File: config.mk
export PLATFORM = sky130hd
export DESIGN_NAME = cpu_glue_top
export DESIGN_NICKNAME = d
export VERILOG_FILES = /design/src/common/cpu_glue_pkg.sv /design/src/hw/power_ctrl/seq_timer.sv /design/src/hw/power_ctrl/power_ctrl_fsm.sv /design/src/hw/irq_sync.sv /design/src/hw/clk_enable_gen.sv /design/src/hw/cpu_glue_top.sv
export SDC_FILE = /design/constraint.sdc
export NUM_CORES = 1
export LEC_CHECK = 0
export BUFFER_PORTS_ARGS = -buffer_cell sky130_fd_sc_hd__buf_2
export CORE_MARGIN = 2
export CORE_UTILIZATION = 50
export CTS_BUF_LIST = sky130_fd_sc_hd__clkbuf_8
export DETAILED_ROUTE_END_ITERATION = 6
export GPL_TIMING_DRIVEN = 0
export PLACE_DENSITY_LB_ADDON = 0.2
export SLEW_MARGIN = 20
export SYNTH_ARGS = -nofsm -noshare
export SYNTH_HDL_FRONTEND = slang
export SYNTH_SLANG_ARGS = --single-unit
File: constraint.sdc
create_clock -name clk -period 2.99 [get_ports clk]
set_input_delay 0.1495 -clock clk [delete_from_list [all_inputs] [get_ports clk]]
set_output_delay 0.1495 -clock clk [all_outputs]
set_load 0.02 [all_outputs]
File: src/common/cpu_glue_pkg.sv
// CPU glue package with shared constants, width types, power state and port structs
package cpu_glue_pkg;

  ////////////////////////////////////////////////////////////
  // Sizing and timing constants
  ////////////////////////////////////////////////////////////

  // Flop stages in each interrupt synchronizer
  localparam int unsigned IRQ_SYNC_STAGES = 2;

  // Core held in reset this many cycles after external release
  localparam int unsigned RST_HOLD_CYCLES = 8;

  // Idle cycles needed in drain before the units sleep
  localparam int unsigned SLEEP_DELAY_CYCLES = 4;

  // Sequence timer width, must hold the larger delay
  localparam int unsigned TIMER_W = 4;

  ////////////////////////////////////////////////////////////
  // Types
  ////////////////////////////////////////////////////////////

  typedef logic [TIMER_W-1:0] timer_cnt_t;

  // Interrupt lines, debug on top
  typedef struct packed {
    logic dbg;
    logic ext;
    logic sft;
    logic tmr;
  } irq_set_t;

  // One bit per clocked unit, for activity and for clock enables
  typedef struct packed {
    logic ifu;
    logic exu;
    logic lsu;
    logic biu;
    logic itcm;
    logic dtcm;
  } unit_set_t;

  // TCM light-sleep levels
  typedef struct packed {
    logic itcm;
    logic dtcm;
  } tcm_set_t;

  typedef enum logic [1:0] {
    ST_RESET_HOLD = 2'd0,
    ST_RUN        = 2'd1,
    ST_DRAIN      = 2'd2,
    ST_SLEEP      = 2'd3
  } glue_state_t;

endpackage

File: src/hw/power_ctrl/seq_timer.sv
// Loadable down-counter giving a one-cycle done pulse after the loaded delay
`timescale 1ns/100ps

module seq_timer (
  input  logic                     clk,
  input  logic                     reset,
  input  logic                     timer_start,
  input  cpu_glue_pkg::timer_cnt_t timer_load,
  output logic                     timer_done
);

  cpu_glue_pkg::timer_cnt_t cnt_q;
  logic busy_q;
  logic done_q;
  logic last_tick;

  // A zero load expires on the first tick as well
  assign last_tick = (cnt_q <= cpu_glue_pkg::timer_cnt_t'(1));

  always_ff @(posedge clk) begin
    if (reset) begin
      cnt_q  <= '0;
      busy_q <= 1'b0;
      done_q <= 1'b0;
    end else if (timer_start) begin
      // Restart wins over a count in flight
      cnt_q  <= timer_load;
      busy_q <= 1'b1;
      done_q <= 1'b0;
    end else if (busy_q) begin
      cnt_q  <= cnt_q - cpu_glue_pkg::timer_cnt_t'(1);
      busy_q <= ~last_tick;
      done_q <= last_tick;
    end else begin
      done_q <= 1'b0;
    end
  end

  assign timer_done = done_q;

endmodule

File: src/hw/power_ctrl/power_ctrl_fsm.sv
// Power state machine for core reset hold, run, drain on WFI and unit sleep
`timescale 1ns/100ps

module power_ctrl_fsm (
  input  logic                      clk,
  input  logic                      reset,
  input  logic                      core_wfi,
  input  cpu_glue_pkg::unit_set_t   unit_active,
  input  cpu_glue_pkg::irq_set_t    irq_r,
  input  logic                      timer_done,
  output cpu_glue_pkg::glue_state_t state,
  output logic                      timer_start,
  output cpu_glue_pkg::timer_cnt_t  timer_load,
  output logic                      rst_core,
  output logic                      sleeping
);

  cpu_glue_pkg::glue_state_t state_q;
  cpu_glue_pkg::glue_state_t state_d;

  // Set once the timer has been started for the current wait
  logic armed_q;
  logic armed_d;

  logic units_idle;
  logic wake;

  assign units_idle = ~|unit_active;
  // Pending interrupt or WFI dropped
  assign wake       = (|irq_r) | ~core_wfi;

  ////////////////////////////////////////////////////////////
  // Next state
  ////////////////////////////////////////////////////////////

  always_comb begin
    state_d     = state_q;
    armed_d     = armed_q;
    timer_start = 1'b0;
    case (state_q)
      cpu_glue_pkg::ST_RESET_HOLD: begin
        // Start is ignored by the timer until reset is released
        if (!armed_q) begin
          timer_start = 1'b1;
          armed_d     = 1'b1;
        end else if (timer_done) begin
          state_d = cpu_glue_pkg::ST_RUN;
          armed_d = 1'b0;
        end
      end
      cpu_glue_pkg::ST_RUN: begin
        armed_d = 1'b0;
        if (core_wfi) begin
          state_d = cpu_glue_pkg::ST_DRAIN;
        end
      end
      cpu_glue_pkg::ST_DRAIN: begin
        if (wake) begin
          state_d = cpu_glue_pkg::ST_RUN;
          armed_d = 1'b0;
        end else if (!units_idle) begin
          // Unit woke up, wait starts over on the next idle cycle
          armed_d = 1'b0;
        end else if (!armed_q) begin
          timer_start = 1'b1;
          armed_d     = 1'b1;
        end else if (timer_done) begin
          state_d = cpu_glue_pkg::ST_SLEEP;
          armed_d = 1'b0;
        end
      end
      cpu_glue_pkg::ST_SLEEP: begin
        if (wake) begin
          state_d = cpu_glue_pkg::ST_RUN;
        end
      end
      default: begin
        state_d = cpu_glue_pkg::ST_RESET_HOLD;
        armed_d = 1'b0;
      end
    endcase
  end

  always_ff @(posedge clk) begin
    if (reset) begin
      state_q <= cpu_glue_pkg::ST_RESET_HOLD;
      armed_q <= 1'b0;
    end else begin
      state_q <= state_d;
      armed_q <= armed_d;
    end
  end

  // Only two delays exist, picked by state
  assign timer_load = (state_q == cpu_glue_pkg::ST_RESET_HOLD) ?
                      cpu_glue_pkg::timer_cnt_t'(cpu_glue_pkg::RST_HOLD_CYCLES) :
                      cpu_glue_pkg::timer_cnt_t'(cpu_glue_pkg::SLEEP_DELAY_CYCLES);

  assign state    = state_q;
  assign rst_core = (state_q == cpu_glue_pkg::ST_RESET_HOLD);
  assign sleeping = (state_q == cpu_glue_pkg::ST_SLEEP);

endmodule

File: src/hw/irq_sync.sv
// Multi-stage synchronizer bringing the asynchronous interrupt lines into clk
`timescale 1ns/100ps

module irq_sync (
  input  logic                   clk,
  input  logic                   reset,
  input  cpu_glue_pkg::irq_set_t irq_a,
  output cpu_glue_pkg::irq_set_t irq_r
);

  ////////////////////////////////////////////////////////////
  // Flop chain, one per line, all lines side by side
  ////////////////////////////////////////////////////////////

  cpu_glue_pkg::irq_set_t sync_q [cpu_glue_pkg::IRQ_SYNC_STAGES];

  always_ff @(posedge clk) begin
    if (reset) begin
      for (int i = 0; i < cpu_glue_pkg::IRQ_SYNC_STAGES; i++) begin
        sync_q[i] <= '0;
      end
    end else begin
      // First stage may go metastable
      sync_q[0] <= irq_a;
      for (int i = 1; i < cpu_glue_pkg::IRQ_SYNC_STAGES; i++) begin
        sync_q[i] <= sync_q[i-1];
      end
    end
  end

  // Last stage is the clean copy
  assign irq_r = sync_q[cpu_glue_pkg::IRQ_SYNC_STAGES-1];

endmodule

File: src/hw/clk_enable_gen.sv
// Registered unit clock enables and TCM light-sleep levels from the power state
`timescale 1ns/100ps

module clk_enable_gen (
  input  logic                      clk,
  input  logic                      reset,
  input  cpu_glue_pkg::glue_state_t state,
  input  cpu_glue_pkg::unit_set_t   unit_active,
  input  logic                      core_cgstop,
  output cpu_glue_pkg::unit_set_t   unit_clk_en,
  output cpu_glue_pkg::tcm_set_t    tcm_ls
);

  cpu_glue_pkg::unit_set_t en_d;
  cpu_glue_pkg::tcm_set_t  ls_d;
  cpu_glue_pkg::tcm_set_t  tcm_active;

  assign tcm_active.itcm = unit_active.itcm;
  assign tcm_active.dtcm = unit_active.dtcm;

  ////////////////////////////////////////////////////////////
  // Gating decision
  ////////////////////////////////////////////////////////////

  always_comb begin
    case (state)
      cpu_glue_pkg::ST_RESET_HOLD: begin
        // Clocks run so the core sees its reset
        en_d = '1;
        ls_d = '0;
      end
      cpu_glue_pkg::ST_SLEEP: begin
        en_d = '0;
        ls_d = '1;
      end
      default: begin
        // cgstop keeps every clock on and every TCM awake
        en_d = cpu_glue_pkg::unit_set_t'(unit_active | {$bits(en_d){core_cgstop}});
        ls_d = cpu_glue_pkg::tcm_set_t'(~tcm_active & {$bits(ls_d){~core_cgstop}});
      end
    endcase
  end

  always_ff @(posedge clk) begin
    if (reset) begin
      unit_clk_en <= '0;
      tcm_ls      <= '0;
    end else begin
      unit_clk_en <= en_d;
      tcm_ls      <= ls_d;
    end
  end

endmodule

File: src/hw/cpu_glue_top.sv
// Always-on CPU glue joining reset hold, interrupt sync and clock-enable control
`timescale 1ns/100ps

module cpu_glue_top (
  input  logic                    clk,
  input  logic                    reset,
  input  cpu_glue_pkg::irq_set_t  irq_a,
  input  cpu_glue_pkg::unit_set_t unit_active,
  input  logic                    core_wfi,
  input  logic                    core_cgstop,
  output logic                    rst_core,
  output logic                    sleeping,
  output cpu_glue_pkg::irq_set_t  irq_r,
  output cpu_glue_pkg::unit_set_t unit_clk_en,
  output cpu_glue_pkg::tcm_set_t  tcm_ls
);

  cpu_glue_pkg::glue_state_t state;
  cpu_glue_pkg::timer_cnt_t  timer_load;
  logic timer_start;
  logic timer_done;

  irq_sync u_irq_sync (
    .clk   (clk),
    .reset (reset),
    .irq_a (irq_a),
    .irq_r (irq_r)
  );

  ////////////////////////////////////////////////////////////
  // Power sequencing
  ////////////////////////////////////////////////////////////

  power_ctrl_fsm u_power_ctrl_fsm (
    .clk         (clk),
    .reset       (reset),
    .core_wfi    (core_wfi),
    .unit_active (unit_active),
    .irq_r       (irq_r),
    .timer_done  (timer_done),
    .state       (state),
    .timer_start (timer_start),
    .timer_load  (timer_load),
    .rst_core    (rst_core),
    .sleeping    (sleeping)
  );

  seq_timer u_seq_timer (
    .clk         (clk),
    .reset       (reset),
    .timer_start (timer_start),
    .timer_load  (timer_load),
    .timer_done  (timer_done)
  );

  clk_enable_gen u_clk_enable_gen (
    .clk         (clk),
    .reset       (reset),
    .state       (state),
    .unit_active (unit_active),
    .core_cgstop (core_cgstop),
    .unit_clk_en (unit_clk_en),
    .tcm_ls      (tcm_ls)
  );

endmodule

==> run metrics, run 1 <==
clock sinks=25; syn nets=129; global-route wire length before repair=3220 um; Root Buffer=clkbuf_8; area growth from synthesis to layout=19.8%; worst skew pair latency=0.26 ns; # Post-CTS Setup Buffers=0; Seq/Total Area, Yosys=46.3%; FFs w/ async S/R, synth=0%; P_leak=0.000597 uW; Synth Flop Type=dfxtp_1; Synth Warn #=0; clock tree buffer depth=2; Via density=between 4 and 5; RSZ-0062 raised after global routing=no; Reg2Reg Depth=6; Placeable Area=2000 um^2; worst reg2reg path startpoint=u_power_ctrl_fsm.state[0]; Critical Path AT=1.95 ns; top cells by area, synth=dfxtp_1 (46%), ha_1 (9.3%), nor2b_1 (5.2%); largest net degree at the start of global routing=14; Final GP Congestion=0.831; Fin. Hold Viols=0; Initial DRC Count=8; Post-CTS Hold Buffers=0; CTS buffer count=3; most common library cell in the layout ignoring fill and taps=buf_2; post-DR wirelength/cell=about 11 um; buffers added on ports=27; via count=798; number of synthesized flops with an enable pin=0; Die W=~51 um; # DRC=0; cell taking the most area after synthesis=dfxtp_1; Synth cell types=29; antenna viol nets, final=0; final setup vio count=0; Max Slew Vio Count=0; I/O pin total=28; Critical Path Sink Type=flop; hold path depth=2; required time of the worst setup path=3.14 ns; worst hold-check path type=primary input to flop; most frequent cells in the layout=buf_2 (27), dfxtp_1 (25), nor2b_1 (9); H-tree level count=1; CTS clk-pin slew, worst paths=0.08 ns; vias in the first global route=782; Post-Route Setup TNS=0 ns; Synth top area share=46.3%; Post-Synthesis Cells=107; Fmax=between 500 and 600 MHz; Post-Syn Area per Cell=10.1 um^2; number of antenna diodes=0; FP Rows=16; max_cap viols=0; estimated wirelength of the detail-placed design=1400 um; Startpoint Class=flop; initial core utilization=~54%; critical path peak fanout=5; Least-Margin Pin Slew=around 0.43 ns; initial antenna violation count=0; worst r2r dst=u_power_ctrl_fsm.state[0]; die height=50.5 um; #FFs+latches synth=25; Reg2Reg Setup Slack=between 1 and 1.5 ns; PwrDens=650 nW/um^2; Tot GR Track Use=16.2%; CP startpoint=u_power_ctrl_fsm.state[0]; Mapped Area=1080 um^2; crit path kind=flop to flop; Worst setup endpoint=u_power_ctrl_fsm.state[0]; DRT Pass-1 Iters=2; Tmin final=1.80 ns; peak supply drop=0.000438 V; gr ovfl total=0; DIE AREA=2550 um^2; Layout Nets=161; Setup Skew=roughly 0.00075 ns; CTS tree=done; fin crit share=roughly three fifths; Gates resized, CTS repair=0; Final Power=around 840 uW; final wirelength=about 1800 um; share of cells above drive strength 1=between 20% and 30%; Worst slew margin=between 70% and 80%; status=completed
-- sequential cells by signal (all words and copies together) (netlist names) --
name and count:
u_power_ctrl_fsm.armed_q 1, u_seq_timer.cnt_q 4, u_power_ctrl_fsm.state 2, u_irq_sync.sync_q 8, u_clk_enable_gen.unit_clk_en 6, u_seq_timer.busy_q 1
u_clk_enable_gen.tcm_ls 2, u_seq_timer.timer_done 1
-- cell families after synthesis --
group	count (synthesis)	share of synthesized area (%)
buffers and inverters	12	5.56
AND/OR/NAND/NOR	38	21.8
AO/OA/AOI/OAI	19	12.7
XOR/XNOR	3	2.43
flip-flops	25	46.3
adder cells (fa/ha/maj)	8	9.26
multiplexers	2	1.97
-- through the flow --
| stage | util (%) | hold slack, ns | cell area, um^2 | setup slack, ns | cells |
|---|---|---|---|---|---|
| 2_1_floorplan | - | 0.274 | 1080 | 1.30 | 107 |
| 3_3_place_gp | 62.4 | 0.358 | 1250 | 1.21 | 161 |
| 3_5_place_dp | 62.4 | 0.361 | 1250 | 1.20 | 161 |
| 4_1_cts | 64.7 | 0.0885 | 1290 | 1.19 | 165 |
| 5_1_grt | 64.7 | 0.0840 | 1290 | 1.11 | 165 |
| 6_report | 64.7 | 0.0895 | 1290 | 1.19 | 165 |
-- synth_stat cells (all sizes together) (2+ instances only) --
library cell	count
dfxtp	25
nor2b	9
ha	8
nor2	8
inv	6
o21a	6
a21oi	4
buf	4
nand2b	4
o21ai	4
and2	3
nand2	3
nor3b	3
clkbuf	2
nand4	2
nor4b	2
xor2	2
-- area by class of cell --
| cell class | instances | area (um^2) |
|---|---|---|
| Fill cell | 169 | 707 |
| Multi-Input combinational cell | 70 | 520 |
| Sequential cell | 25 | 500 |
| Timing Repair Buffer | 27 | 135 |
| Clock buffer | 3 | 41.3 |
| Buffer | 6 | 37.5 |
| Tap cell | 27 | 33.8 |
| Inverter | 6 | 22.5 |
| Clock inverter | 1 | 3.75 |
-- per-layer routing --
layer	wire length, um	track usage (%)
met1	853	20.9
met2	894	28.1
met3	57	2.68
met4	19	4.05
met5	0	0
-- where the power goes --
group | total (uW) | switching [uW] | internal, uW
clock | 188 | 96.5 | 91.6
combinational | 239 | 130 | 109
sequential | 415 | 33.7 | 381
-- how the worst min path moves through the flow --
stage,end,start
floorplan,u_clk_enable_gen.unit_clk_en[1],unit_active[1]
global placement,u_irq_sync.sync_q[0][1],irq_a[1]
detailed placement,u_irq_sync.sync_q[0][0],irq_a[0]
CTS,u_irq_sync.sync_q[0][0],irq_a[0]
global route,u_irq_sync.sync_q[0][0],irq_a[0]
finish,u_irq_sync.sync_q[0][0],irq_a[0]
-- critical path, cell delays in order, from the launching register on --
cell	delay (ns)
dfxtp_1	0.42
inv_1	0.11
ha_1	0.20
nor3b_1	0.14
and2_1	0.17
a221oi_2	0.31
mux2_1	0.35
No activity file was read; power rests on OpenSTA's default activity.
==> inputs of run 2 (changes only) <==
--- a/config.mk
+++ b/config.mk
@@ -5,9 +5,10 @@
 export SDC_FILE = /design/constraint.sdc
 export NUM_CORES = 1
 export LEC_CHECK = 0
+export ABC_AREA = 1
 export BUFFER_PORTS_ARGS = -buffer_cell sky130_fd_sc_hd__buf_2
 export CORE_MARGIN = 2
-export CORE_UTILIZATION = 50
+export CORE_UTILIZATION = 49
 export CTS_BUF_LIST = sky130_fd_sc_hd__clkbuf_8
 export DETAILED_ROUTE_END_ITERATION = 6
 export GPL_TIMING_DRIVEN = 0
==> constraint.sdc (replaced) <==
create_clock -name clk -period 1.6 [get_ports clk]
set_input_delay 0.08 -clock clk [delete_from_list [all_inputs] [get_ports clk]]
set_output_delay 0.08 -clock clk [all_outputs]
set_load 0.02 [all_outputs]
==> run 2 against run 1 <==
Net effect: critical path depth grew 4; routed wire length grew 15%; sequential power grew 120%; combinational power grew to 4.0 times the previous value; first-iteration DRC count grew to 2.5 times the previous value; worst setup slack lost 1.1 ns; synthesized cell count grew 37%; largest cell class unchanged; core utilization shrank 2.9 points; via count grew 22%; register-to-register slack lost 1.1 ns; final cell count grew 24%; fmax grew 22%.
==> run metrics, run 2 <==
peak supply drop=0.000932 V; Via density=4.76; CTS clk-pin slew, worst paths=0.09 ns; Synth cell types=24; most frequent cells in the layout=buf_2 (26), dfxtp_1 (25), inv_1 (24); Post-Syn Area per Cell=slightly below 8 um^2; antenna viol nets, final=0; estimated wirelength of the detail-placed design=1630 um; FILL cells=214; most frequent cell after synthesis=dfxtp_1; worst reg2reg path startpoint=u_power_ctrl_fsm.state[0]; post-DR wirelength/cell=just over 10 um; Post-Route Setup TNS=0 ns; Root Buffer=clkbuf_8; number of antenna diodes=0; clock tree buffer depth=2; buffers added on ports=26; Worst slew margin=73.0%; final wirelength=2090 um; I/O pin total=28; Seq/Total Area, Yosys=between 40 and 50%; Worst setup endpoint=u_power_ctrl_fsm.state[0]; Initial DRC Count=20; Critical Path Sink Type=flop; clock sinks=25; DRT Pass-1 Iters=6; Tot GR Track Use=between 15 and 20%; CP startpoint=u_power_ctrl_fsm.state[0]; Reg2Reg Setup Slack=~0.13 ns; max_cap viols=0; FP Rows=17; crit path kind=flop to flop; initial antenna violation count=0; Setup Skew=0.00395 ns; # Post-CTS Setup Buffers=0; vias in the first global route=approximately 890; global-route wire length before repair=3480 um; CTS tree=done; Placeable Area=2210 um^2; cell taking the most area after synthesis=dfxtp_1; via count=976; Die W=52.4 um; Startpoint Class=flop; minimum hold slack=0.00743 ns; status=completed; # DRC=0; PwrDens=1640 nW/um^2; share of cells above drive strength 1=roughly 30%; Least-Margin Pin Slew=0.405 ns; initial core utilization=52.0%; Worst path max stage delay=0.45 ns; CTS buffer count=3; RSZ-0062 raised after global routing=no; FFs w/ async S/R, synth=0%; Fmax=around 680 MHz; Synth top area share=43.5%; required time of the worst setup path=1.78 ns; Synth Warn #=0; most common library cell in the layout ignoring fill and taps=buf_2; die height=about 52 um; Mapped Area=1150 um^2; area growth from synthesis to layout=18.9%; largest net degree at the start of global routing=15; max reg flops=8; P_leak=0.000676 uW; Reg2Reg Depth=10; Top reg by flops=u_irq_sync.sync_q; Layout Nets=200; gr ovfl total=0; worst skew pair latency=0.27 ns; syn nets=169; critical path peak fanout=6; Post-Synthesis Cells=147; worst hold-check path type=primary input to flop; Fin. Hold Viols=0; post-place setup slack=-0.0855 ns; Final GP Congestion=0.748; DIE AREA=between 2000 and 3000 um^2; most frequent cells after synthesis=dfxtp_1 (25), inv_1 (24), nor2_1 (23); Cell Chain, Critical Path=inv_1 > ha_1 > nand2_1 > o21ai_1 > a21oi_2 > nand2_1 > inv_2 > nand2_1 > nand2_1 > nor2_1; Max Slew Vio Count=0; Synth Flop Type=dfxtp_1; largest registers=u_irq_sync.sync_q: 8 flops, u_clk_enable_gen.unit_clk_en: 6 flops, u_seq_timer.cnt_q: 4 flops; final setup vio count=0; H-tree level count=1; worst setup margin=0.128 ns; most frequent CP cell=nand2_1; slowest CP cell=dfxtp_1; worst r2r dst=u_power_ctrl_fsm.state[0]; #FFs+latches synth=25; Design Area, Final=1370 um^2; top cells by area, synth=dfxtp_1 (44%), ha_1 (8.7%), inv_1 (7.8%); Cell Area, Placed=1320 um^2; Tmin final=1.47 ns; number of synthesized flops with an enable pin=0; fin crit share=between 90 and 100%; Critical Path AT=1.65 ns
==> run 2: changes by cell type in the layout (fill, tap and decap cells not counted), sizes merged, moves of 6 or more <==
cell | previous run | this run
nor2b | 9 | 0
inv | 7 | 26
o21a | 6 | 0
nor3 | 1 | 7
nor2 | 8 | 27
nand2 | 3 | 18
a21oi | 4 | 12
==> run 2: how the worst min path moves through the flow <==
stage | from | to | depth (start not counted)
CTS | irq_a[2] | u_irq_sync.sync_q[0][2] | 3
floorplan | irq_a[0] | u_irq_sync.sync_q[0][0] | 2
detailed placement | irq_a[0] | u_irq_sync.sync_q[0][0] | 3
global placement | irq_a[1] | u_irq_sync.sync_q[0][1] | 3
finish | irq_a[2] | u_irq_sync.sync_q[0][2] | 3
global route | irq_a[1] | u_irq_sync.sync_q[0][1] | 3
==> run 2: through the flow <==
step           total power (uW)  instances  util, %
2_1_floorplan              1630        147        -
3_3_place_gp               1830        201     59.4
3_5_place_dp               1870        201     59.4
4_1_cts                    2250        205     61.5
5_1_grt                    2450        205     61.8
6_report                   2250        205     61.8
==> run 2: final cells by class <==
type                       count  area [um^2]  area share [%]
tap                           28         35.0            2.56
sequential                    25          500            36.6
clock inverter                 1         5.00           0.366
timing repair buffer          26          130            9.52
multi-input combinational     90          519            38.0
buffer                         6         38.8            2.84
clock buffer                   3         41.3            3.02
inverter                      26         97.6            7.14
==> run 2: cells by family (layout without fill, tap and decap cells) <==
group	count (synthesis)	after routing	synth area share [%]
buffers and inverters	32	62	11.9
adders and majority gates	8	8	8.71
AOI/OAI and AO/OA	21	21	10.1
DFF	25	25	43.5
xor gates and xnor gates	1	1	0.762
and+or+nand+nor	60	60	25.0
==> run 2: report_power, final <==
part           switching [uW]  total [uW]  internal [uW]
Combinational             602         951            349
Sequential                119         916            797
Clock                     207         382            174
==> run 2: routing by layer <==
layer  wire [um]  track usage (%)  vias up
met3         109             3.43        4
met5           0                0        -
met2         980             29.0       26
met1         958             20.2      429
li1            -                -      517
met4          43             10.3        0
==> run 2: repair_timing <==
item | in CTS | in global routing
cloned | 0 | 0
gates resized for setup | 1 | 2
hold buffers | 0 | 0
endpoints found under the setup margin | 6 | 6
==> run 2: worst max-delay path: cells and delay by family, from the launching register on <==
family          cells  cell delay (ns)
flops               1             0.45
simple gates        5             0.33
fa+ha+maj           1             0.26
compound gates      2             0.18
buf+inv             2             0.17
